$ cat src/hw/mem_bus_pkg.sv
package mem_bus_pkg;

  // Bus word, used for both data and addresses
  typedef logic [31:0] bus_word_t;
  // One byte moved to or from a device
  typedef logic [7:0] bus_byte_t;
  // Size code from the CPU side
  typedef logic [2:0] size_code_t;
  // Test-pass flag vector
  typedef logic [63:0] test_pass_t;

  // Size codes equal their byte counts
  localparam size_code_t SIZE_WORD = 3'd4;
  localparam size_code_t SIZE_HALF = 3'd2;
  localparam size_code_t SIZE_BYTE = 3'd1;

  // RAM address widths
  localparam int BOOT_ADDR_W  = 12;
  localparam int FRAME_ADDR_W = 10;

  // Memory map windows
  localparam bus_word_t BOOT_BASE  = 32'h0000_0000;
  localparam bus_word_t BOOT_SIZE  = 32'd4096;
  localparam bus_word_t FRAME_BASE = 32'h0001_0000;
  localparam bus_word_t FRAME_SIZE = 32'd1024;
  localparam bus_word_t HEX_BASE   = 32'h0002_0000;
  localparam bus_word_t HEX_SIZE   = 32'd4;
  localparam bus_word_t TEST_BASE  = 32'h0003_0000;
  localparam bus_word_t TEST_SIZE  = 32'd8;

  // Device picked by the address map
  typedef enum logic [2:0] {
    DEV_NONE,
    DEV_BOOT,
    DEV_FRAME,
    DEV_HEX,
    DEV_TEST
  } dev_sel_t;

  // Byte sequencer FSM
  typedef enum logic [1:0] {
    SEQ_IDLE,
    SEQ_ISSUE,
    SEQ_WAIT
  } seq_state_t;

endpackage

$ cat src/hw/hex_display_regs.sv
`timescale 1ns/100ps

module hex_display_regs (
  input  logic                   i_clk,
  input  logic                   i_reset,
  input  logic [1:0]             i_addr,
  input  mem_bus_pkg::bus_byte_t i_wr_byte,
  input  logic                   i_write,
  input  logic                   i_req,
  output mem_bus_pkg::bus_byte_t o_rd_byte,
  output logic                   o_ack,
  output mem_bus_pkg::bus_word_t o_hex
);
  import mem_bus_pkg::*;

  bus_byte_t regs [4];

  // Byte k sits in bits 8k+7..8k
  assign o_hex = {regs[3], regs[2], regs[1], regs[0]};

  always_ff @(posedge i_clk) begin
    if (i_reset) begin
      o_ack <= 1'b0;
      for (int k = 0; k < 4; k++) begin
        regs[k] <= '0;
      end
    end else begin
      o_ack <= i_req;
      if (i_req && i_write) begin
        regs[i_addr] <= i_wr_byte;
      end
    end
  end

  // Old value goes back with the ack
  always_ff @(posedge i_clk) begin
    if (i_req) begin
      o_rd_byte <= regs[i_addr];
    end
  end

endmodule

$ cat config.mk
export PLATFORM = sky130hd
export DESIGN_NAME = hex_display_regs
export DESIGN_NICKNAME = d
export VERILOG_FILES = /design/src/hw/mem_bus_pkg.sv /design/src/hw/hex_display_regs.sv
export SDC_FILE = /design/constraint.sdc
export NUM_CORES = 1
export LEC_CHECK = 0
export ABC_AREA = 1
export BUFFER_PORTS_ARGS = -buffer_cell sky130_fd_sc_hd__clkbuf_2
export CELL_PAD_IN_SITES_DETAIL_PLACEMENT = 2
export CELL_PAD_IN_SITES_GLOBAL_PLACEMENT = 2
export CORE_ASPECT_RATIO = 2
export CORE_MARGIN = 2
export CORE_UTILIZATION = 28
export CTS_CLUSTER_DIAMETER = 200
export DETAILED_ROUTE_END_ITERATION = 8
export PLACE_DENSITY_LB_ADDON = 0.1
export SYNTH_ARGS = -nofsm -noshare
export SYNTH_HDL_FRONTEND = slang
export SYNTH_SLANG_ARGS = --single-unit
$ cat constraint.sdc
create_clock -name i_clk -period 1.36 [get_ports i_clk]
set_input_delay 0.136 -clock i_clk [delete_from_list [all_inputs] [get_ports i_clk]]
set_output_delay 0.136 -clock i_clk [all_outputs]
set_load 0.1 [all_outputs]
==> metrics.cfg <==
[floorplan]
fp.dieH_um = 118
num_io_pins = 55
num_rows = 41
dieWidth_um = 60.8
start_util_pct = 28.9
core_sq_mm = 0.00626
die_area_sq_mm = 0.00716

[grt]
grt_pass1_vias = 1524
grt_overflow_total = 0
grt_max_degree = 15
antenna_found_initial = 0
grt_usage_pct = 15.0
grt_first_pass_wirelength_um = 8010

[synthesis]
ys_seq_elements = 41
ys.warnings.count = 0
synth_nets = 182
yosysSeqAreaShare_pct = 67.5
syn_avg_cell_area_sq_um = 10.8
synthCells = 168
synth_area_sq_mm = 0.00181
ys_types = 15

[clock_tree]
clock_path_buffers = 2
cts_hold_buf = 0
clock_latency_ns = 0.28
clkTransAtPathRegs_ns = 0.06
cts_buffers = 5
cts-root-buf = clkbuf_16
htree_levels = 2
cts_tree = yes
postCtsSetupBuffers = 0
clock-sinks = 41
cts_resized = 0

[sta]
final_hold_viol_count = 0
min_period_over_period_pct = 92.5
slew_headroom_pct = 63.8
slew_viol_final = 0
setup_tns_ns = 0
worstMarginPinSlew_ns = 0.545
finalClockSkew_ns = 0.00256
layout_min_cycle_time_ns = 1.26
max_freq_mhz = 795
rsz0062_at_grt = no
setup_viol = 0

[power_and_ir_drop]
pwr_density_cell_mw_per_mm2 = 1660
power.leakage_nw = 1.13
ir_drop_uv = 792

[layout]
nets = 247
finalInstanceArea_sq_mm = 0.00245
drive_gt1_share_pct = 33.3
n_antenna_cell = 0
final_common_cell = nand2_1
layout_common_cells = nand2_1, edfxtp_1, buf_4, nor2_1, clkbuf_2
area_delta_synth_final_pct = 35.3

[worst_setup_path]
critPathBufInv = 1
cpMaxStageDelayCell = clkbuf_2
crit_path_max_fanout = 2
path_class = register to primary output
arrival_ns = 1.12
crit_required_ns = 1.22
slowest_delay_ns = 0.47
end_kind = primary output
cp-start-kind = register
crit_family = buffers and inverters
cp_cell_sequence = clkbuf_2

[routing]
met2_length_um = 2880
route.met3.wl_um = 216
firstDrtPassIters = 4
ant_nets = 0
drt_iter0_markers = 12
dr_total_vias = 1372
routed_wirelength_um = 4900
routed.top_layer = met4
drc = 0
wl_per_cell_um = 15.3
vias_per_cell = 4.29
m1WireLength_um = 1730

[status]
status = completed

[job]
maxCapViolations = 0

[placed_design]
gp_congestion = 0.762
io_buffers = 54
dp_hpwl_um = 4020
placed_area_sq_mm = 0.00225

[hold_path]
worstHoldPathType = input pin to register

==> layout make-up <==
class	count	area, sq um
Clock inverter	3	68.8
Clock buffer	5	125
Sequential cell	41	1220
Tap cell	86	108
Timing Repair Buffer	64	408
Inverter	21	86.3
Multi-Input combinational cell	100	430
Fill cell	717	3810
==> synth_stat cells <==
master / number / area, sq um
buf_6: 2 / 22.5
clkbuf_8: 1 / 13.8
edfxtp_1: 40 / 1200
dfxtp_1: 1 / 20.0
nor2_4: 1 / 11.3
buf_12: 1 / 20.0
buf_4: 2 / 15.0
inv_8: 1 / 11.3
nor2_1: 33 / 124
nand3_2: 1 / 10.0
inv_1: 20 / 75.1
nand2_2: 2 / 12.5
nand2_1: 44 / 165
nand3_4: 1 / 17.5
o21ai_0: 18 / 90.1
==> report_power, final <==
group | internal, mW | switching, mW
combinational | 0.153 | 0.827
sequential | 1.49 | 0.0463
clock | 1.06 | 0.493
==> worst paths after layout <==
kind / start / endpoint / slack, ns / cells after the start
worst max-delay path: regs[3][3]$_DFFE_PP_ / o_hex[27] / 0.10 / 1
worst min-delay path: i_reset / o_ack$_SDFF_PP0_ / 0.08 / 2
worst max register to register: regs[1][3]$_SDFFCE_PN0P_ / o_rd_byte[3]$_DFFE_PP_ / 0.40 / 4
worst min register to register: regs[3][2]$_DFFE_PP_ / o_rd_byte[2]$_DFFE_PP_ / 0.64 / 2
==> through the flow <==
step / total power, mW / cells / utilization [%] / setup WS (ns) / hold slack, ns
6_report: 4.06 / 320 / 39.1 / 0.103 / 0.0807
5_1_grt: 4.20 / 320 / 39.1 / 0.0676 / 0.0994
4_1_cts: 4.12 / 320 / 39.1 / 0.0825 / 0.0811
3_5_place_dp: 2.55 / 312 / 36.0 / 0.0411 / 0.382
3_3_place_gp: 2.54 / 312 / 36.0 / 0.112 / 0.370
2_1_floorplan: 2.35 / 168 / - / 0.00194 / 0.207
==> kinds of logic after synthesis <==
family,synth area share (%)
AO/OA/AOI/OAI,4.98
buffers and inverters,8.71
flip-flops,67.5
AND/OR/NAND/NOR,18.8
==> state kept, by name, indices dropped and copies added (netlist names) <==
signal,flops
regs,32
o_rd_byte,8
o_ack,1
==> metal layers <==
metal | track usage, % | vias up
met5 | 0 | -
met4 | 4.48 | 0
met3 | 2.64 | 7
met2 | 27.4 | 40
met1 | 16.7 | 655
li1 | - | 670
No activity file was read; power rests on OpenSTA's default activity.
