### src/hw/mem_bus_pkg.sv
package mem_bus_pkg;

  // Bus word, used for both data and addresses
  typedef logic [31:0] bus_word_t;
  // One byte moved to or from a device
  typedef logic [7:0] bus_byte_t;
  // Size code from the CPU side
  typedef logic [2:0] size_code_t;
  // Test-pass flag vector
  typedef logic [63:0] test_pass_t;

  // Size codes equal their byte counts
  localparam size_code_t SIZE_WORD = 3'd4;
  localparam size_code_t SIZE_HALF = 3'd2;
  localparam size_code_t SIZE_BYTE = 3'd1;

  // RAM address widths
  localparam int BOOT_ADDR_W  = 12;
  localparam int FRAME_ADDR_W = 10;

  // Memory map windows
  localparam bus_word_t BOOT_BASE  = 32'h0000_0000;
  localparam bus_word_t BOOT_SIZE  = 32'd4096;
  localparam bus_word_t FRAME_BASE = 32'h0001_0000;
  localparam bus_word_t FRAME_SIZE = 32'd1024;
  localparam bus_word_t HEX_BASE   = 32'h0002_0000;
  localparam bus_word_t HEX_SIZE   = 32'd4;
  localparam bus_word_t TEST_BASE  = 32'h0003_0000;
  localparam bus_word_t TEST_SIZE  = 32'd8;

  // Device picked by the address map
  typedef enum logic [2:0] {
    DEV_NONE,
    DEV_BOOT,
    DEV_FRAME,
    DEV_HEX,
    DEV_TEST
  } dev_sel_t;

  // Byte sequencer FSM
  typedef enum logic [1:0] {
    SEQ_IDLE,
    SEQ_ISSUE,
    SEQ_WAIT
  } seq_state_t;

endpackage

### src/hw/mem_addr_decoder.sv
`timescale 1ns/100ps

module mem_addr_decoder (
  input  mem_bus_pkg::bus_word_t i_addr,
  output mem_bus_pkg::dev_sel_t  o_sel
);
  import mem_bus_pkg::*;

  logic in_boot;
  logic in_frame;
  logic in_hex;
  logic in_test;

  // True when addr falls in [base, base + size)
  // Offset wraps for addresses below base, so one compare is enough
  function automatic logic in_window(
    input bus_word_t addr,
    input bus_word_t base,
    input bus_word_t size
  );
    bus_word_t offset;
    offset = addr - base;
    return offset < size;
  endfunction

  assign in_boot  = in_window(i_addr, BOOT_BASE, BOOT_SIZE);
  assign in_frame = in_window(i_addr, FRAME_BASE, FRAME_SIZE);
  assign in_hex   = in_window(i_addr, HEX_BASE, HEX_SIZE);
  assign in_test  = in_window(i_addr, TEST_BASE, TEST_SIZE);

  // Windows do not overlap, order only matters for readability
  always_comb begin
    if (in_boot) begin
      o_sel = DEV_BOOT;
    end else if (in_frame) begin
      o_sel = DEV_FRAME;
    end else if (in_hex) begin
      o_sel = DEV_HEX;
    end else if (in_test) begin
      o_sel = DEV_TEST;
    end else begin
      // Unmapped hole
      o_sel = DEV_NONE;
    end
  end

endmodule

### config.mk
export PLATFORM = sky130hd
export DESIGN_NAME = mem_addr_decoder
export DESIGN_NICKNAME = d
export VERILOG_FILES = /design/src/hw/mem_bus_pkg.sv /design/src/hw/mem_addr_decoder.sv
export SDC_FILE = /design/constraint.sdc
export NUM_CORES = 1
export LEC_CHECK = 0
export ABC_AREA = 1
export BUFFER_PORTS_ARGS = -buffer_cell sky130_fd_sc_hd__buf_2
export CORE_MARGIN = 4
export CORE_UTILIZATION = 45
export DETAILED_ROUTE_END_ITERATION = 10
export PLACE_DENSITY = 0.75
export SYNTH_ARGS = -nofsm -noshare
export SYNTH_HDL_FRONTEND = slang
export SYNTH_SLANG_ARGS = --single-unit
### constraint.sdc
create_clock -name vclk -period 2
set_clock_uncertainty 0.1 [all_clocks]
set_input_delay 0.4 -clock vclk [all_inputs]
set_output_delay 0.4 -clock vclk [all_outputs]
set_load 0.05 [all_outputs]
==> flow_summary.json <==
{
  "place.gp.congestion": 0.902,
  "final_common_cell": "sky130_fd_sc_hd__nand2_1",
  "drt-pass1-iter-count": 5,
  "ir_worst_vdd_mv": 0.110,
  "grt_setup_unrepaired": "true",
  "grt_pass1_vias": 1317,
  "finish.cell_count_without_fillers": 276,
  "std_cell_rows": 15,
  "placement.io_buffers": 33,
  "routed_wirelength_mm": 3.51,
  "arrival_ns": 1.80,
  "floorplan_die_area_um2": 2750,
  "dr_total_vias": 1417,
  "place_worst_setup_slack_ns": -0.408,
  "grtUsageTotal_pct": 25.6,
  "synthToLayoutAreaGrowth_pct": 66.2,
  "power.density_cell_area_nw_per_um2": 144,
  "route.detailed.wl_per_inst_um": 12.7,
  "criticalPathCategory": "input pin to primary output",
  "leakage_nw": 0.734,
  "run_status": "complete, but fails checks",
  "crit_family": "simple AND/OR/NAND/NOR gates",
  "largest_net_degree_at_the_start_of_global_routing": 7,
  "power.total_mw": 0.213,
  "antenna_violating_nets_post_route": 0,
  "clock_buffers": 0,
  "gr-total-overflow": 0,
  "setup_viol": 3,
  "layout.nets": 287,
  "violations": "setup timing",
  "tightest_pin_transition_ns": 0.250,
  "synthDominantCellAreaShare_pct": 23.2,
  "synth.lib_cells_used.distinct": 22,
  "dieHeight_um": 52.5,
  "vias_per_cell": 5.13,
  "hpwlAfterDp_mm": 2.75,
  "final_util_pct": 82.1,
  "end_kind": "primary output",
  "synth_warnings": 0,
  "chipWidth_um": 52.5,
  "final_antenna_diode_count": 0,
  "drt_drc_violations_left": 0,
  "timing.setup.tns_ns": -0.857,
  "syn-instance-count": 186,
  "cp_data_required_time_ns": 1.50,
  "final-hold-violation-count": 0,
  "initial_antenna_violation_count": 0,
  "layout_min_cycle_time_ns": 2.30,
  "yosys-top-cells-area": "sky130_fd_sc_hd__nand2_1 23%, sky130_fd_sc_hd__nor2_1 16%, sky130_fd_sc_hd__nand3_1 11%, sky130_fd_sc_hd__inv_1 9.7%, sky130_fd_sc_hd__nor2_2 7.7%",
  "avgSynthCellArea_um2": 4.78,
  "min_path_type": "input pin to primary output",
  "worst-path-max-fanout": 5,
  "regArea_um2": 0,
  "initial_utilization_pct": 49.4,
  "max_freq_mhz": 435,
  "final.fill_count": 139,
  "core_area_um2": 1800,
  "min_period_over_period_pct": 115,
  "worst-path-buf-inv": 2,
  "drv.max_cap_violation_count": 0,
  "grt_first_pass_wirelength_mm": 5.40,
  "drive_gt1_share_pct": 45.0,
  "layout.sequential_cells": 0,
  "worst_path_slowest_cell": "sky130_fd_sc_hd__nor2_1",
  "detail_route.iter0.violations": 63,
  "yosysTopAreaCell": "sky130_fd_sc_hd__nand2_1",
  "drv_slew": 0,
  "critical-path-max-stage-delay_ns": 0.22,
  "synth.net_count": 220,
  "post_cts.repair.setup_buffers": 0,
  "count_of_boundary_i_o_pins": 35,
  "timing.final.ws_setup_ns": -0.298,
  "startpoint_class_of_the_critical_path": "input pin",
  "placed_cells_incl_taps": 276,
  "maxSlewHeadroom_pct": 83.2,
  "layout_common_cells": "51 x sky130_fd_sc_hd__nand2_1, 32 x sky130_fd_sc_hd__buf_4, 28 x sky130_fd_sc_hd__buf_2, 27 x sky130_fd_sc_hd__nor2_1, 19 x sky130_fd_sc_hd__inv_1",
  "seq_area_frac_synth_pct": 0,
  "critical_path_cell_by_cell": "buf_2 > nor2_1 > nand2_2 > nor2_4 > nand2_1 > nand2_1 > nand3_1 > nor2_1 > nand3_2 > nand2_2 > buf_8",
  "synth_area_um2": 890
}
## repair_timing
item | in CTS | in global routing
hold buffers | 0 | 0
endpoints found under the setup margin | 3 | 3
endpoints found under the hold margin | 0 | 0
resized for setup | 35 | 8
pin swaps | 20 | 2
## final cells by class
| class | instances | area [um2] | share of cell area, % |
|---|---|---|---|
| inverter | 25 | 98.8 | 6.68 |
| timing repair buffer | 66 | 463 | 31.3 |
| tap | 25 | 31.3 | 2.12 |
| multi-input combinational | 160 | 886 | 59.9 |
## tightest hold or removal path, cell delays in order
cell	delay [ns]
sky130_fd_sc_hd__buf_2	0.12
sky130_fd_sc_hd__nor4_1	0.06
sky130_fd_sc_hd__nand4_1	0.08
sky130_fd_sc_hd__nand2_2	0.06
sky130_fd_sc_hd__buf_8	0.15
## routing by layer
| metal | vias up | routed length (um) | global-route usage [%] |
|---|---|---|---|
| met3 | 18 | 240 | 1.14 |
| met4 | 0 | 165 | 7.23 |
| met5 | - | 0 | 0 |
| met1 | 620 | 1300 | 28.8 |
| met2 | 73 | 1810 | 50.6 |
| li1 | 706 | - | - |
## power breakdown
part,switching (mW),total [mW],internal (mW)
logic,0.114,0.213,0.0986
clock network,0,0,0
registers,0,0,0
total,0.114,0.213,0.0986
## per-stage QoR
step | instance area (um2) | hold slack (ns)
floorplan | 902 | 0.951
global placement | 1340 | 1.18
finish | 1480 | 1.16
global route | 1480 | 1.18
detailed placement | 1340 | 1.21
CTS | 1460 | 1.16
## synthesized netlist by cell type, types with 3 or more instances
library cell / n
sky130_fd_sc_hd__inv_1: 23
sky130_fd_sc_hd__nand2_1: 55
sky130_fd_sc_hd__nand2_2: 4
sky130_fd_sc_hd__nand3_1: 20
sky130_fd_sc_hd__nor2_1: 38
sky130_fd_sc_hd__nor2_2: 11
sky130_fd_sc_hd__nor2_4: 3
sky130_fd_sc_hd__o21ai_0: 4
sky130_fd_sc_hd__or2_2: 3
sky130_fd_sc_hd__xor2_1: 7
## cell families after synthesis
kind of cell	after synthesis	share of synthesized area (%)
AO/OA/AOI/OAI	6	3.38
buffers and inverters	26	11.1
AND/OR/NAND/NOR	143	73.8
XOR/XNOR	9	8.86
adder cells (fa/ha/maj)	2	2.81
## worst paths after layout
kind | from | end | cells past startpoint
min | i_addr[29] | o_sel[0] | 5
max | i_addr[22] | o_sel[0] | 11
(Power assumes the default switching activity.)
