$ cat src/hw/mem_bus_pkg.sv
package mem_bus_pkg;

  // Bus word, used for both data and addresses
  typedef logic [31:0] bus_word_t;
  // One byte moved to or from a device
  typedef logic [7:0] bus_byte_t;
  // Size code from the CPU side
  typedef logic [2:0] size_code_t;
  // Test-pass flag vector
  typedef logic [63:0] test_pass_t;

  // Size codes equal their byte counts
  localparam size_code_t SIZE_WORD = 3'd4;
  localparam size_code_t SIZE_HALF = 3'd2;
  localparam size_code_t SIZE_BYTE = 3'd1;

  // RAM address widths
  localparam int BOOT_ADDR_W  = 12;
  localparam int FRAME_ADDR_W = 10;

  // Memory map windows
  localparam bus_word_t BOOT_BASE  = 32'h0000_0000;
  localparam bus_word_t BOOT_SIZE  = 32'd4096;
  localparam bus_word_t FRAME_BASE = 32'h0001_0000;
  localparam bus_word_t FRAME_SIZE = 32'd1024;
  localparam bus_word_t HEX_BASE   = 32'h0002_0000;
  localparam bus_word_t HEX_SIZE   = 32'd4;
  localparam bus_word_t TEST_BASE  = 32'h0003_0000;
  localparam bus_word_t TEST_SIZE  = 32'd8;

  // Device picked by the address map
  typedef enum logic [2:0] {
    DEV_NONE,
    DEV_BOOT,
    DEV_FRAME,
    DEV_HEX,
    DEV_TEST
  } dev_sel_t;

  // Byte sequencer FSM
  typedef enum logic [1:0] {
    SEQ_IDLE,
    SEQ_ISSUE,
    SEQ_WAIT
  } seq_state_t;

endpackage

$ cat src/hw/byte_sequencer.sv
`timescale 1ns/100ps

module byte_sequencer (
  input  logic                    i_clk,
  input  logic                    i_reset,
  input  logic                    i_bus_dv,
  input  mem_bus_pkg::bus_word_t  i_bus_address,
  input  mem_bus_pkg::bus_word_t  i_bus_data,
  input  mem_bus_pkg::size_code_t i_bhw,
  input  logic                    i_write_notread,
  input  mem_bus_pkg::dev_sel_t   i_sel,
  input  logic                    i_boot_ack,
  input  logic                    i_frame_ack,
  input  logic                    i_hex_ack,
  input  logic                    i_test_ack,
  input  mem_bus_pkg::bus_byte_t  i_boot_byte,
  input  mem_bus_pkg::bus_byte_t  i_frame_byte,
  input  mem_bus_pkg::bus_byte_t  i_hex_byte,
  input  mem_bus_pkg::bus_byte_t  i_test_byte,
  output mem_bus_pkg::bus_word_t  o_dev_addr,
  output mem_bus_pkg::bus_byte_t  o_wr_byte,
  output logic                    o_write,
  output logic                    o_boot_req,
  output logic                    o_frame_req,
  output logic                    o_hex_req,
  output logic                    o_test_req,
  output logic                    o_start,
  output mem_bus_pkg::bus_byte_t  o_rd_byte,
  output logic                    o_rd_strobe,
  output logic                    o_bus_dv
);
  import mem_bus_pkg::*;

  seq_state_t state;
  bus_word_t  r_addr;
  bus_word_t  r_wdata;
  size_code_t r_count;
  logic       r_write;
  // Stand-in request/ack pair for unmapped bytes
  logic       r_none_req;
  logic       r_none_ack;
  logic       size_ok;
  logic       any_ack;
  // A request is out this cycle
  logic       req_out;
  // Next request goes out on this edge
  logic       issue;

  assign size_ok = (i_bhw == SIZE_WORD) || (i_bhw == SIZE_HALF) || (i_bhw == SIZE_BYTE);
  assign any_ack = i_boot_ack | i_frame_ack | i_hex_ack | i_test_ack | r_none_ack;
  assign req_out = o_boot_req | o_frame_req | o_hex_req | o_test_req | r_none_req;

  // First byte from ISSUE, later bytes straight off the previous ack
  assign issue = (r_count != '0) &&
                 ((state == SEQ_ISSUE) || ((state == SEQ_WAIT) && any_ack));

  // Accept only while idle, busy pulses are dropped
  assign o_start = i_bus_dv && (state == SEQ_IDLE);

  assign o_dev_addr  = r_addr;
  // Low byte of the shifting write register is always the current one
  assign o_wr_byte   = r_wdata[7:0];
  assign o_write     = r_write;
  assign o_rd_strobe = any_ack;

  // Byte from whichever device answered, zero for unmapped
  always_comb begin
    if (i_boot_ack) begin
      o_rd_byte = i_boot_byte;
    end else if (i_frame_ack) begin
      o_rd_byte = i_frame_byte;
    end else if (i_hex_ack) begin
      o_rd_byte = i_hex_byte;
    end else if (i_test_ack) begin
      o_rd_byte = i_test_byte;
    end else begin
      o_rd_byte = '0;
    end
  end

  always_ff @(posedge i_clk) begin
    // Strobes default low, one cycle each
    o_boot_req  <= 1'b0;
    o_frame_req <= 1'b0;
    o_hex_req   <= 1'b0;
    o_test_req  <= 1'b0;
    r_none_req  <= 1'b0;
    o_bus_dv    <= 1'b0;
    r_none_ack  <= r_none_req;
    if (i_reset) begin
      state      <= SEQ_IDLE;
      r_count    <= '0;
      r_write    <= 1'b0;
      r_none_ack <= 1'b0;
    end else begin
      if (issue) begin
        // Request goes to the device the map picked
        case (i_sel)
          DEV_BOOT:  o_boot_req  <= 1'b1;
          DEV_FRAME: o_frame_req <= 1'b1;
          DEV_HEX:   o_hex_req   <= 1'b1;
          DEV_TEST:  o_test_req  <= 1'b1;
          default:   r_none_req  <= 1'b1;
        endcase
      end
      case (state)
        SEQ_IDLE: begin
          if (o_start) begin
            r_addr  <= i_bus_address;
            r_wdata <= i_bus_data;
            r_write <= i_write_notread;
            // Bad size means zero bytes, finishes straight from ISSUE
            r_count <= size_ok ? i_bhw : '0;
            state   <= SEQ_ISSUE;
          end
        end
        SEQ_ISSUE: begin
          if (r_count == '0) begin
            o_bus_dv <= 1'b1;
            state    <= SEQ_IDLE;
          end else begin
            state <= SEQ_WAIT;
          end
        end
        SEQ_WAIT: begin
          if (req_out) begin
            // Device latched this byte, step on to the next one
            r_addr  <= r_addr + 32'd1;
            r_wdata <= r_wdata >> 8;
            r_count <= r_count - 3'd1;
          end else if (any_ack && (r_count == '0)) begin
            // Last byte done
            o_bus_dv <= 1'b1;
            state    <= SEQ_IDLE;
          end
        end
        default: state <= SEQ_IDLE;
      endcase
    end
  end

endmodule

$ cat config.mk
export PLATFORM = sky130hd
export DESIGN_NAME = byte_sequencer
export DESIGN_NICKNAME = d
export VERILOG_FILES = /design/src/hw/mem_bus_pkg.sv /design/src/hw/byte_sequencer.sv
export SDC_FILE = /design/constraint.sdc
export NUM_CORES = 1
export LEC_CHECK = 0
export BUFFER_PORTS_ARGS = -buffer_cell sky130_fd_sc_hd__buf_2
export CAP_MARGIN = 20
export CORE_ASPECT_RATIO = 1.2
export CORE_MARGIN = 2
export CORE_UTILIZATION = 45
export DETAILED_ROUTE_END_ITERATION = 10
export MAX_ROUTING_LAYER = met4
export PLACE_DENSITY = 0.74
export SYNTH_ARGS = -nofsm -noshare
export SYNTH_HDL_FRONTEND = slang
export SYNTH_SLANG_ARGS = --single-unit
$ cat constraint.sdc
create_clock -name i_clk -period 12.22 [get_ports i_clk]
set_clock_uncertainty 0.2 [all_clocks]
set_input_delay 0.611 -clock i_clk [delete_from_list [all_inputs] [get_ports i_clk]]
set_output_delay 0.611 -clock i_clk [all_outputs]
set_load 0.01 [all_outputs]
==> results by group <==
Status
  • Status: finished, final reports clean

Die
  • Initial Utilization: 0.458
  • I/O Pins: 166
  • CORE AREA: just under 0.009 mm^2
  • Die extent in x: 91.1 um
  • DIE HEIGHT: roughly 110 um
  • Area of the die: 0.00988 mm^2
  • Rows: 38

Clock tree
  • CTS root buffer: clkbuf_8
  • CTS Sinks: 77
  • TritonCTS Buffers: 9
  • CTS tree: done
  • Resized Gates After CTS: 0
  • Longest Clk Path Bufs: 2
  • Clk Latency, worst-skew pair: 0.35 ns
  • CTS HTree Levels: 3
  • Clock Pin Slew Worst Setup and Hold Paths: 0.09 ns
  • Post-CTS Hold Buffers: 0
  • Postcts setup bufs: 0

Routing
  • WL/cell: 14.8 um
  • WL final: 9820 um
  • Vias per std cell: 5.14
  • DRC viols: 0
  • Routed Antenna Nets: 0
  • 1st-pass router iterations: 5
  • Vias: 3414
  • Initial drt markers: 182

Yosys
  • Most common cell in the netlist: edfxtp_1
  • Synth area leaders: edfxtp_1 (47%), mux2_2 (6.9%), dfxtp_1 (6.4%)
  • YS warnings: 0
  • EDFF count, synth: 64
  • Sequential share of the synthesized area: 0.533
  • Synth area leader: edfxtp_1
  • Yosys top cell area share: 0.469
  • Syn Area/Cell: around 11 um^2
  • Main flop type after synthesis: edfxtp_1
  • Post-Syn Instances: just under 400
  • Mapped Nets: 503
  • Ys async rst share: 0
  • Synth Register Bits: 77
  • Synth Cell Area: just over 0.004 mm^2
  • Count of cell types in the netlist: 39
  • Most frequent cells after synthesis: edfxtp_1 (64), nor2_1 (56), a21oi_1 (44)

STA
  • RSZ-0062 raised after global routing: no
  • Fmax: around 300 MHz
  • Slew HR: 0.467
  • Final Cycle Share: 0.269
  • Setup TNS: 0 ns
  • Final Hold Vio Count: 0
  • Final min period: 3.29 ns
  • Worst hold slack: 0.264 ns
  • Worst Max-Slew Pin Slew: 0.798 ns
  • Pins over their slew limit: 0
  • Setup Viol. Count Final: 0

Setup path
  • CP max stage delay: 0.62 ns
  • Critical path class: reg2reg
  • Crit path max fanout: 67
  • CP cell instances: inv_1 -> ha_4 -> buf_16 -> mux2i_1 -> a21o_1 -> nor2_4 -> buf_4
  • Worst Setup End Kind: flop
  • Req. time, crit path: 12.02 ns
  • Worst path bufs/invs: 3
  • Crit path arrival time: about 3 ns
  • Delay-heaviest family, CP: buffers and inverters
  • CP max-delay cell: nor2_4
  • CP Launch Type: flop

Place
  • HPWL Detailed: slightly above 7000 um
  • PortBufs: 165
  • Placer Congestion: ~0.84

Min path
  • Hold Path Class: in2reg

Power
  • Final Total Pwr: slightly below 600 uW
  • Worst-case vdd ir drop: 0.0528 mV
  • Leakage Power: between 0.002 and 0.0025 uW
  • PD cells: 111 mW/mm^2

Cells and area
  • Area grow syn2layout: 27.0%
  • Fraction of layout cells with a size suffix above 1: 0.398
  • Nets@finish: between 600 and 700

Global route
  • First-pass GRT wire length: approximately 15000 um
  • GRT Total Usage: 0.202
  • GR Util met2: 0.356
  • Vias in the first global route: roughly 3300
  • Grt total ovfl: 0
  • Met3 usage: 0.0446
  • GRT Max-Usage Layer: met2
  • Initial antenna violation count: 1
  • M1 GR Usage: 0.220
  • Largest net degree at the start of global routing: about 100

Flow run
  • Max cap viols: 0
[routing by layer]
metal | share of wire | vias up
li1 | - | 1684
met1 | 0.40 | 1585
met2 | 0.51 | 131
met3 | 0.066 | 14
met4 | 0.023 | 0
met5 | 0 | -
[metrics by stage]
step | util | area (um^2) | setup slack, ns | instances
after global routing | 0.582 | 5200 | 8.63 | 664
after CTS | 0.578 | 5170 | 8.64 | 662
after floorplan | - | 4090 | 7.92 | 387
after detailed placement | 0.555 | 4960 | 8.68 | 646
after global placement | 0.555 | 4960 | 8.74 | 646
final | 0.582 | 5200 | 8.93 | 664
[state kept, by name, indices dropped and copies added, names as in the netlist]
name	cells
o_dev_addr	32
r_wdata	32
r_count	3
state	2
o_boot_req	1
o_bus_dv	1
o_frame_req	1
o_hex_req	1
o_test_req	1
o_write	1
r_none_ack	1
r_none_req	1
[power breakdown]
part / internal [uW] / switching (uW) / total, uW
Combinational: 35.1 / 38.4 / 73.4
Sequential: 298 / 7.71 / 306
Clock: 97.1 / 101 / 198
[cell type report]
class | count | area (um^2)
Inverter | 11 | 41.3
Tap cell | 120 | 150
Antenna cell | 1 | 2.50
Timing Repair Buffer | 167 | 861
Clock buffer | 9 | 124
Sequential cell | 77 | 2180
Multi-Input combinational cell | 272 | 1760
Clock inverter | 7 | 81.3
Fill cell | 813 | 3740
[layout by cell type (no fill, tap or decap), types with 2 or more instances in the layout]
cell type   instances
buf_2             165
edfxtp_1           64
nor2_1             55
a21oi_1            44
mux2_2             25
xor2_1             24
nand2_1            20
nand3_1            16
o21ai_0            14
dfxtp_1            13
inv_1              11
nor2b_1             9
clkbuf_8            9
nand4_1             8
a22oi_1             8
xnor2_1             7
and3_1              6
ha_1                5
and2_1              3
nor3_1              3
and4_1              3
mux2i_1             3
clkinvlp_4          3
nor3b_1             2
a31oi_1             2
inv_6               2
[cell families after synthesis]
| group | share of synthesized area |
|---|---|
| flops | 0.533 |
| buf+inv | 0.0428 |
| fa+ha+maj | 0.0183 |
| simple gates | 0.167 |
| mux | 0.0761 |
| xor+xnor | 0.0663 |
| compound gates | 0.0969 |
[path summary, 6_finish.rpt]
kind                          from                   endpoint  slack [ns]  cells after the start
min reg2reg  r_none_req$_SDFF_PP0_      r_none_ack$_SDFF_PP0_        0.28                      2
max reg2reg  state[0]$_SDFFE_PP0P_  r_wdata[28]$_SDFFCE_PN0P_        8.93                      7
min                       i_sel[0]     o_frame_req$_SDFF_PP0_        0.26                      2
max          state[0]$_SDFFE_PP0P_  r_wdata[28]$_SDFFCE_PN0P_        8.93                      7
Power figures use the tool's default switching activity.
