## src/hw/mem_bus_pkg.sv

```systemverilog
package mem_bus_pkg;

  // Bus word, used for both data and addresses
  typedef logic [31:0] bus_word_t;
  // One byte moved to or from a device
  typedef logic [7:0] bus_byte_t;
  // Size code from the CPU side
  typedef logic [2:0] size_code_t;
  // Test-pass flag vector
  typedef logic [63:0] test_pass_t;

  // Size codes equal their byte counts
  localparam size_code_t SIZE_WORD = 3'd4;
  localparam size_code_t SIZE_HALF = 3'd2;
  localparam size_code_t SIZE_BYTE = 3'd1;

  // RAM address widths
  localparam int BOOT_ADDR_W  = 12;
  localparam int FRAME_ADDR_W = 10;

  // Memory map windows
  localparam bus_word_t BOOT_BASE  = 32'h0000_0000;
  localparam bus_word_t BOOT_SIZE  = 32'd4096;
  localparam bus_word_t FRAME_BASE = 32'h0001_0000;
  localparam bus_word_t FRAME_SIZE = 32'd1024;
  localparam bus_word_t HEX_BASE   = 32'h0002_0000;
  localparam bus_word_t HEX_SIZE   = 32'd4;
  localparam bus_word_t TEST_BASE  = 32'h0003_0000;
  localparam bus_word_t TEST_SIZE  = 32'd8;

  // Device picked by the address map
  typedef enum logic [2:0] {
    DEV_NONE,
    DEV_BOOT,
    DEV_FRAME,
    DEV_HEX,
    DEV_TEST
  } dev_sel_t;

  // Byte sequencer FSM
  typedef enum logic [1:0] {
    SEQ_IDLE,
    SEQ_ISSUE,
    SEQ_WAIT
  } seq_state_t;

endpackage

```

## src/hw/read_word_assembler.sv

```systemverilog
`timescale 1ns/100ps

module read_word_assembler (
  input  logic                   i_clk,
  input  logic                   i_reset,
  input  logic                   i_start,
  input  logic                   i_rd_strobe,
  input  mem_bus_pkg::bus_byte_t i_rd_byte,
  input  logic                   i_write,
  output mem_bus_pkg::bus_word_t o_bus_data
);
  import mem_bus_pkg::*;

  bus_word_t  r_word;
  // Next byte lane to fill
  logic [1:0] r_lane;

  assign o_bus_data = r_word;

  always_ff @(posedge i_clk) begin
    if (i_reset) begin
      r_word <= '0;
      r_lane <= '0;
    end else if (i_start) begin
      // New transaction, unused lanes stay zero
      r_word <= '0;
      r_lane <= '0;
    end else if (i_rd_strobe) begin
      // Writes step the lane but leave the word alone
      if (!i_write) begin
        r_word[r_lane*8 +: 8] <= i_rd_byte;
      end
      r_lane <= r_lane + 2'd1;
    end
  end

endmodule

```

## config.mk

```make
export PLATFORM = sky130hd
export DESIGN_NAME = read_word_assembler
export DESIGN_NICKNAME = d
export VERILOG_FILES = /design/src/hw/mem_bus_pkg.sv /design/src/hw/read_word_assembler.sv
export SDC_FILE = /design/constraint.sdc
export NUM_CORES = 1
export LEC_CHECK = 0
export BUFFER_PORTS_ARGS = -buffer_cell sky130_fd_sc_hd__clkbuf_2
export CAP_MARGIN = 20
export CORE_MARGIN = 4
export CORE_UTILIZATION = 40
export CTS_CLUSTER_DIAMETER = 100
export DETAILED_ROUTE_END_ITERATION = 6
export HOLD_SLACK_MARGIN = 0.05
export PLACE_DENSITY = 0.71
export RECOVER_POWER = 100
export SLEW_MARGIN = 10
export SYNTH_ARGS = -nofsm -noshare
export SYNTH_HDL_FRONTEND = slang
export SYNTH_SLANG_ARGS = --single-unit
```

## constraint.sdc

```tcl
create_clock -name i_clk -period 2 [get_ports i_clk]
set_input_delay 0 -clock i_clk [delete_from_list [all_inputs] [get_ports i_clk]]
set_output_delay 0 -clock i_clk [all_outputs]
set_load 0.03 [all_outputs]
```

==> out/summary.txt, run 1 <==
Setup TNS: 0 ns
Port Buffers: 44
Startpoint Class: register
Via density per instance: 5.08
DP Area: 1620 um^2
First-pass GRT wire length: 5440 um
Commonest non-fill, non-tap cells in the layout: dfxtp_1, clkbuf_1, a21oi_1
Status: finished clean
DR pass1 iterations: 4
Synth warnings: 0
Leakage power: 0.636 nW
CP Capture Type: register
Final number of setup-violating endpoints: 0
Ys async rst share: 0%
Floorplan core area: 3150 um^2
Yosys reg bits: 34
Power, Total: 1.30 mW
Final Hold Fails: 0
Total of max-cap violations: 0
Mapped Cells: 135
DRC: 0
Die height: 66.4 um
Worst-skew pair later-pin latency: 0.33 ns
Area delta synth->final: 27.7%
Post-CTS Resized: 0
Slew headroom: 61.2%
Post-synthesis sequential area ratio: 50.0%
RSZ-0062 raised after global routing: false
Sinks on Clock Net: 34
Die area: 4400 um^2
Row cnt: 20
Antenna fix cells: 0
Gr usage total: 16.6%
Reg2Reg Depth: 5
Netlist Area Pre-Place: 1360 um^2
Final WS setup: 0.172 ns
Vias in the first global route: 1148
Dpl hpwl: 2580 um
Worst R2R Setup Slack: 0.17 ns
Hold WS: 0.0989 ns
CTS tree: built
Die Wd: 66.4 um
Placed cells: 218
Worst-path clk slew: 0.09 ns
WP data required: 2.28 ns
HP Class: input port to register
Wire length per cell: 14.7 um
TritonCTS Buffers: 5
Htree depth: 2
Number of top-level pins: 45
Min Tclk post-route: 1.83 ns
Unique masters post-synth: 24
Hold path depth: 4
Initial antenna violation count: 0
Commonest non-fill, non-tap cell in the layout: dfxtp_1
Final ANT Viol Nets: 0
Root buf cell: clkbuf_4
Worst-margin pin slew: 0.583 ns
Syn nets: 153
Maximum VDD drop: 0.565 mV
Starting density of the core: 43.2%
Ys flop type: dfxtp_1
Slew Limit Fails: 0
GP Congestion: 0.867
Post-Layout Cell Count: 233
Largest net degree at the start of global routing: 20
Via count: 1184
Final wirelength: 3430 um
Crit path DAT: 2.10 ns
Max Freq: 0.547 GHz
Tcrit/Tclk final: 91.4%
Design Area, Final: 1740 um^2
Maximum clock insertion buffer count: 2
Synthesized area per cell: 10.1 um^2
Final core utilization: 55.2%
Grt ovf: 0
Final Skew: 0.00599 ns
Crit path max fanout: 8
Power per cell area: 746 nW/um^2
Layout cells sized above 1: 13.2%
First-iteration detailed-routing DRC count: 74
Crit Path Category: register to register
Nets: 207
Pre-CTS WS: 0.166 ns
Post-synth EDFFs: 0
synthesized netlist by cell type (2+ instances only):
cell,instances,area (um^2)
and3b_1,2,17.5
nand3b_1,3,22.5
inv_1,2,7.51
ha_1,5,62.6
clkbuf_1,3,11.3
nand3_1,17,85.1
buf_2,3,15.0
dfxtp_1,34,681
a22o_1,15,131
nor4_4,2,42.5
nor2_1,3,11.3
nand2_1,17,63.8
a21oi_1,18,90.1
repair_timing:
action                                 in CTS  in global routing
setup endpoints to repair                   0                  0
setup buffers                               0                  0
endpoints found under the hold margin      31                  0
hold buffers                                8                  0
kinds of logic after synthesis:
kind of cell	count (synthesis)	share of synthesized area, %
buffers and inverters	9	2.75
AND/OR/NAND/NOR	51	24.4
XOR/XNOR	1	0.643
multiplexers	1	0.735
adder cells (fa/ha/maj)	5	4.59
AO/OA/AOI/OAI	34	16.9
flip-flops	34	50.0
flip-flops by register name, indices dropped and copies added (netlist names):
| signal | count |
|---|---|
| r_lane | 2 |
| o_bus_data | 32 |
path summary, 6_finish.rpt:
check                                    start        endpoint
worst max register to register       r_lane[1]  o_bus_data[22]
worst max-delay path                 r_lane[1]  o_bus_data[22]
worst min-delay path                   i_write  o_bus_data[13]
worst min register to register  o_bus_data[27]  o_bus_data[27]
power by group:
part	leakage, nW	switching (mW)	internal [mW]
combinational	0.317	0.0718	0.0422
sequential	0.274	0.00252	0.681
clock	0.0443	0.211	0.291
total	0.636	0.285	1.01
routing by layer:
metal | global-route usage (%) | up-vias | routed length (um)
met3 | 4.59 | 9 | 250
li1 | - | 591 | -
met5 | 0 | - | 0
met4 | 8.63 | 0 | 70
met2 | 27.9 | 47 | 1570
met1 | 19.0 | 537 | 1540
final cells by class:
cell class	count	area, um^2
Tap cell	44	55.1
Multi-Input combinational cell	92	644
Inverter	2	7.51
Clock buffer	6	51.3
Timing Repair Buffer	54	272
Sequential cell	34	681
Fill cell	312	1410
Clock inverter	1	30.0
critical path, stage by stage (launching register included):
cell and delay [ns]:
dfxtp_1 0.40, inv_1 0.10, ha_1 0.45, nand4bb_4 0.18
nor4_4 0.46, a22o_1 0.20
(Power assumes the default switching activity.)
==> run 2, diff against run 1 <==
--- a/config.mk
+++ b/config.mk
@@ -10,11 +10,12 @@
 export CORE_MARGIN = 4
 export CORE_UTILIZATION = 40
 export CTS_CLUSTER_DIAMETER = 100
+export CTS_CLUSTER_SIZE = 40
 export DETAILED_ROUTE_END_ITERATION = 6
 export HOLD_SLACK_MARGIN = 0.05
-export PLACE_DENSITY = 0.71
+export PLACE_DENSITY_LB_ADDON = 0.1
 export RECOVER_POWER = 100
-export SLEW_MARGIN = 10
+export SLEW_MARGIN = 0
 export SYNTH_ARGS = -nofsm -noshare
 export SYNTH_HDL_FRONTEND = slang
 export SYNTH_SLANG_ARGS = --single-unit
==> out/summary.txt, run 2 (synthesis results as in run 1) <==
Crit-path cells: inv_1, ha_1, nand4bb_4, nor4_4, a22o_1
DP Area: 1630 um^2 (+0.46%)
Seq pwr share: 57.1% (+4.5 points)
Slew headroom: 59.0% (-2.2 points)
TritonCTS Buffers: 5 (unchanged)
Top delay family on crit path: simple AND/OR/NAND/NOR gates
Internal power: 893 uW (-12%)
Htree depth: 2 (unchanged)
Post-CTS Resized: 0 (unchanged)
Antenna fix cells: 0 (unchanged)
Wire length per cell: 14.3 um (-2.8%)
Commonest non-fill, non-tap cells in the layout: dfxtp_1, clkbuf_1, a21oi_1
RSZ-0062 raised after global routing: false
Slew Limit Fails: 0 (unchanged)
Final Skew: 0.00579 ns (-0.000194 ns)
Max Freq: 0.552 GHz (+0.84%)
Leakage power: 0.631 nW (-0.78%)
Floorplan core area: 3150 um^2 (unchanged)
Maximum clock insertion buffer count: 2 (unchanged)
Final core utilization: 54.9% (-0.32 points)
DRC: 0 (unchanged)
Worst-margin pin slew: 0.615 ns (+0.0328 ns)
CP Capture Type: register
Worst path bufs/invs: 1 (unchanged)
Die Wd: 66.4 um (unchanged)
Tcrit/Tclk final: 90.6% (-0.77 points)
Vias in the first global route: 1230 (+7.1%)
Reg2Reg Depth: 5 (unchanged)
Startpoint Class: register
Final wirelength: 3360 um (-2.0%)
Setup TNS: 0 ns (unchanged)
Hold WS: 0.0727 ns (-0.0262 ns)
First-iteration detailed-routing DRC count: 64 (-14%)
Nets: 208 (+0.48%)
Clock Power Share: 33.3% (-5.3 points)
Commonest non-fill, non-tap cell in the layout: dfxtp_1
Logic pwr share: 9.6% (+0.8 points)
Hold endpoint: r_lane[0]
Final Hold Fails: 0 (unchanged)
Worst-path clk slew: 0.10 ns (about the same)
First-pass GRT wire length: 5640 um (+3.5%)
Power per cell area: 691 nW/um^2 (-7.3%)
Grt ovf: 0 (unchanged)
Post-CTS Setup Inserts: 0 (unchanged)
Maximum VDD drop: 0.386 mV (-32%)
Worst-skew pair later-pin latency: 0.33 ns (about the same)
Worst R2R Setup Slack: 0.19 ns (+0.02 ns)
Via count: 1224 (+3.4%)
NetSw: 303 uW (+6.4%)
Design Area, Final: 1730 um^2 (-0.58%)
Switching Fraction: 25.3% (+3.4 points)
Dpl hpwl: 2510 um (-2.8%)
R2r endpoint: o_bus_data[19]
Layout cells sized above 1: 14.1% (+0.91 points)
Area delta synth->final: 27.0%
Post-CTS Hold Buffers: 8 (unchanged)
Crit path max fanout: 8 (unchanged)
Filler cell count: 331 (+6.1%)
Crit path DAT: 2.09 ns (about the same)
Worst hold start: i_rd_strobe
Number of top-level pins: 45 (unchanged)
Status: finished clean
DR pass1 iterations: 4 (unchanged)
Min Tclk post-route: 1.81 ns (-0.0153 ns)
Final number of setup-violating endpoints: 0 (unchanged)
Gr usage total: 16.9% (+0.35 points)
CTS tree: built
Initial antenna violation count: 0 (unchanged)
Total of max-cap violations: 0 (unchanged)
Hold path depth: 3 (-1)
Max reg flops: 32 (unchanged)
Starting density of the core: 43.2% (unchanged)
Crit path largest cell delay: 0.46 ns (about the same)
Largest net degree at the start of global routing: 13 (-35%)
Row cnt: 20 (unchanged)
Sinks on Clock Net: 34 (unchanged)
Slowest cell on crit path: nor4_4
Die area: 4400 um^2 (unchanged)
WP depth: 5 (unchanged)
R2R Path Start: r_lane[1]
Final ANT Viol Nets: 0 (unchanged)
HP Class: input port to register
Die height: 66.4 um (unchanged)
WP data required: 2.28 ns (about the same)
Port Buffers: 44 (unchanged)
Root buf cell: clkbuf_4
GP Congestion: 0.790 (-8.8%)
Via density per instance: 5.21 (+2.5%)
Crit Path Category: register to register
run 2: cell type report:
cell class / instances / area (um^2) / share of cell area [%]
clock buffer: 6 / 51.3 / 2.96
timing repair buffer: 55 / 279 / 16.1
clock inverter: 2 / 12.5 / 0.723
multi-input combinational: 92 / 644 / 37.2
tap: 44 / 55.1 / 3.18
sequential: 34 / 681 / 39.3
inverter: 2 / 7.51 / 0.434
run 2: worst max-delay path by stage:
stage,from,to
detailed placement,r_lane[1],o_bus_data[19]
floorplan,r_lane[0],o_bus_data[16]
CTS,r_lane[1],o_bus_data[19]
global route,r_lane[1],o_bus_data[21]
finish,r_lane[1],o_bus_data[19]
global placement,r_lane[1],o_bus_data[23]
run 2: metrics by stage:
step / cells / worst slack, ns / power [mW]
2_1_floorplan: 135 / 0.0995 / 0.765
3_3_place_gp: 219 / 0.247 / 0.801
3_5_place_dp: 219 / 0.186 / 0.804
4_1_cts: 235 / 0.162 / 1.21
5_1_grt: 235 / 0.0369 / 1.25
6_report: 235 / 0.187 / 1.20
run 2: power groups by stage:
stage	registers, mW	clock network, mW	logic, mW
after floorplan	0.705	0	0.0597
final	0.683	0.398	0.115
after CTS	0.684	0.409	0.117
after global placement	0.699	0	0.103
after detailed placement	0.699	0	0.105
after global routing	0.684	0.438	0.127
run 2: worst register-to-register path: stages (launching register included):
cell	delay, ns
dfxtp_1	0.39
inv_1	0.09
ha_1	0.45
nand4bb_4	0.18
nor4_4	0.46
a22o_1	0.20
run 2: per-layer routing:
metal / vias up / track usage, % / part of all wire (%)
met1: 566 / 21.2 / 44
li1: 596 / - / -
met5: - / 0 / 0
met2: 52 / 25.8 / 45
met3: 10 / 5.44 / 8.1
met4: 0 / 8.63 / 2.2
==> run 3, diff against run 2 <==
--- a/config.mk
+++ b/config.mk
@@ -7,8 +7,10 @@
 export LEC_CHECK = 0
 export BUFFER_PORTS_ARGS = -buffer_cell sky130_fd_sc_hd__clkbuf_2
 export CAP_MARGIN = 20
+export CELL_PAD_IN_SITES_DETAIL_PLACEMENT = 1
+export CELL_PAD_IN_SITES_GLOBAL_PLACEMENT = 1
 export CORE_MARGIN = 4
-export CORE_UTILIZATION = 40
+export CORE_UTILIZATION = 33
 export CTS_CLUSTER_DIAMETER = 100
 export CTS_CLUSTER_SIZE = 40
 export DETAILED_ROUTE_END_ITERATION = 6
==> out/summary.txt, run 3 (synthesis results as in run 1) <==
Status: finished clean
Die Wd: 72.3 um (+8.9%)
Via count: 1230 (+0.49%)
Commonest non-fill, non-tap cell in the layout: dfxtp_1
Number of top-level pins: 45 (unchanged)
Power, Total: 1.34 mW (+12%)
Hold WS: 0.144 ns (+0.0716 ns)
Startpoint Class: register
Sinks on Clock Net: 34 (unchanged)
Worst-path clk slew: 0.07 ns (-0.03 ns)
Setup TNS: 0 ns (unchanged)
Die area: 5220 um^2 (+19%)
CP Capture Type: register
Reg area: 681 um^2 (unchanged)
Final Skew: 0.00479 ns (-0.00100 ns)
Worst-skew pair later-pin latency: 0.28 ns (-0.05 ns)
Area taken by multi-input logic gates: 644 um^2 (unchanged)
Reg2Reg Depth: 5 (unchanged)
Crit path max fanout: 8 (unchanged)
Row cnt: 23 (+15%)
Floorplan core area: 4000 um^2 (+27%)
Filler cell count: 486 (+47%)
Crit Path Category: register to register
First-pass GRT wire length: 6460 um (+15%)
Final number of setup-violating endpoints: 0 (unchanged)
Final Hold Fails: 0 (unchanged)
Post-Layout Cell Count: 242 (+3.0%)
Root buf cell: clkbuf_8
Gr usage total: 15.8% (-1.2 points)
First-iteration detailed-routing DRC count: 42 (-34%)
Port Buffers: 44 (unchanged)
Slowest cell on crit path: ha_1
Worst-margin pin slew: 0.734 ns (+0.119 ns)
Initial antenna violation count: 0 (unchanged)
Worst R2R Setup Slack: 0.17 ns (about the same)
Largest net degree at the start of global routing: 17 (+4)
DR pass1 iterations: 3 (-1)
CTS tree: built
HP Class: input port to register
Starting density of the core: 34.1% (-9.2 points)
Layout cells sized above 1: 14.6% (+0.45 points)
Area delta synth->final: 30.4%
Die height: 72.3 um (+8.9%)
Dpl hpwl: 2890 um (+15%)
Hold path depth: 3 (unchanged)
Leakage power: 0.648 nW (+2.7%)
Grt ovf: 0 (unchanged)
Crit path largest cell delay: 0.47 ns (about the same)
Max Freq: 0.548 GHz (-0.73%)
TritonCTS Buffers: 5 (unchanged)
Crit-path cells: inv_1, ha_1, nand4bb_4, nor4_4, a22o_1
Slew Limit Fails: 0 (unchanged)
DP Area: 1650 um^2 (+0.92%)
Maximum VDD drop: 0.321 mV (-17%)
Min Tclk post-route: 1.83 ns (+0.0133 ns)
Commonest non-fill, non-tap cells in the layout: dfxtp_1, clkbuf_1, a21oi_1
WP data required: 2.22 ns (-0.06 ns)
DRC: 0 (unchanged)
RSZ-0062 raised after global routing: false
Final wirelength: 3880 um (+15%)
Total of max-cap violations: 0 (unchanged)
Htree depth: 2 (unchanged)
Via density per instance: 5.08 (-2.4%)
Final ANT Viol Nets: 0 (unchanged)
Maximum clock insertion buffer count: 2 (unchanged)
Slew headroom: 51.1% (-7.9 points)
Design Area, Final: 1780 um^2 (+2.7%)
Hold endpoint: r_lane[0]
Worst hold start: i_rd_strobe
GP Congestion: 0.760 (-3.8%)
R2r endpoint: o_bus_data[17]
Antenna fix cells: 0 (unchanged)
Nets: 209 (+0.48%)
Max reg flops: 32 (unchanged)
Vias in the first global route: 1347 (+9.5%)
Power per cell area: 754 nW/um^2 (+9.1%)
R2R Path Start: r_lane[1]
Tcrit/Tclk final: 91.3% (+0.67 points)
Wire length per cell: 16.0 um (+12%)
Crit path DAT: 2.05 ns (-0.04 ns)
Placed cells: 226 (+3.2%)
run 3: timing repair:
action	CTS	global route
hold buffers	8	0
setup buffers	0	0
resized for setup	0	0
hold endpoints to repair	31	0
setup endpoints to repair	0	8
run 3: report_power, final:
group          switching, mW  leakage, nW  internal, mW  total (mW)
logic                 0.0749        0.327        0.0447       0.120
registers            0.00234        0.274         0.681       0.683
clock network          0.260       0.0472         0.277       0.537
total                  0.338        0.648          1.00        1.34
run 3: cell type report:
| cell class | instances | area share, % |
|---|---|---|
| Multi-Input combinational cell | 92 | 36.3 |
| Tap cell | 50 | 3.52 |
| Clock inverter | 2 | 0.704 |
| Sequential cell | 34 | 38.3 |
| Timing Repair Buffer | 56 | 16.1 |
| Clock buffer | 6 | 4.65 |
| Inverter | 2 | 0.423 |
run 3: worst max-delay path by stage:
stage / start / end / depth (start not counted)
3_5_place_dp: r_lane[1] / o_bus_data[20] / 5
6_report: r_lane[1] / o_bus_data[17] / 5
2_1_floorplan: r_lane[0] / o_bus_data[16] / 6
4_1_cts: r_lane[1] / o_bus_data[20] / 5
3_3_place_gp: r_lane[1] / o_bus_data[19] / 5
5_1_grt: r_lane[1] / o_bus_data[20] / 5
run 3: per-layer routing:
metal  GRT usage (%)  routed length, um  vias up
met5               0                  0        -
met2            27.5               1920       32
li1                -                  -      596
met4            5.01                 48        0
met1            18.8               1720      596
met3            4.16                191        6
run 3: worst max-delay path: cells and delay by family, from the launching register on:
kind            cells  cell delay, ns
fa+ha+maj           1            0.47
simple gates        2            0.60
flops               1            0.38
buf+inv             1            0.10
compound gates      1            0.21
run 3: stage by stage:
step	utilization [%]	worst slack (ns)
floorplan	-	0.0995
global placement	41.1	0.206
detailed placement	41.1	0.0742
CTS	45.5	0.0638
global route	44.4	0.0173
finish	44.4	0.174
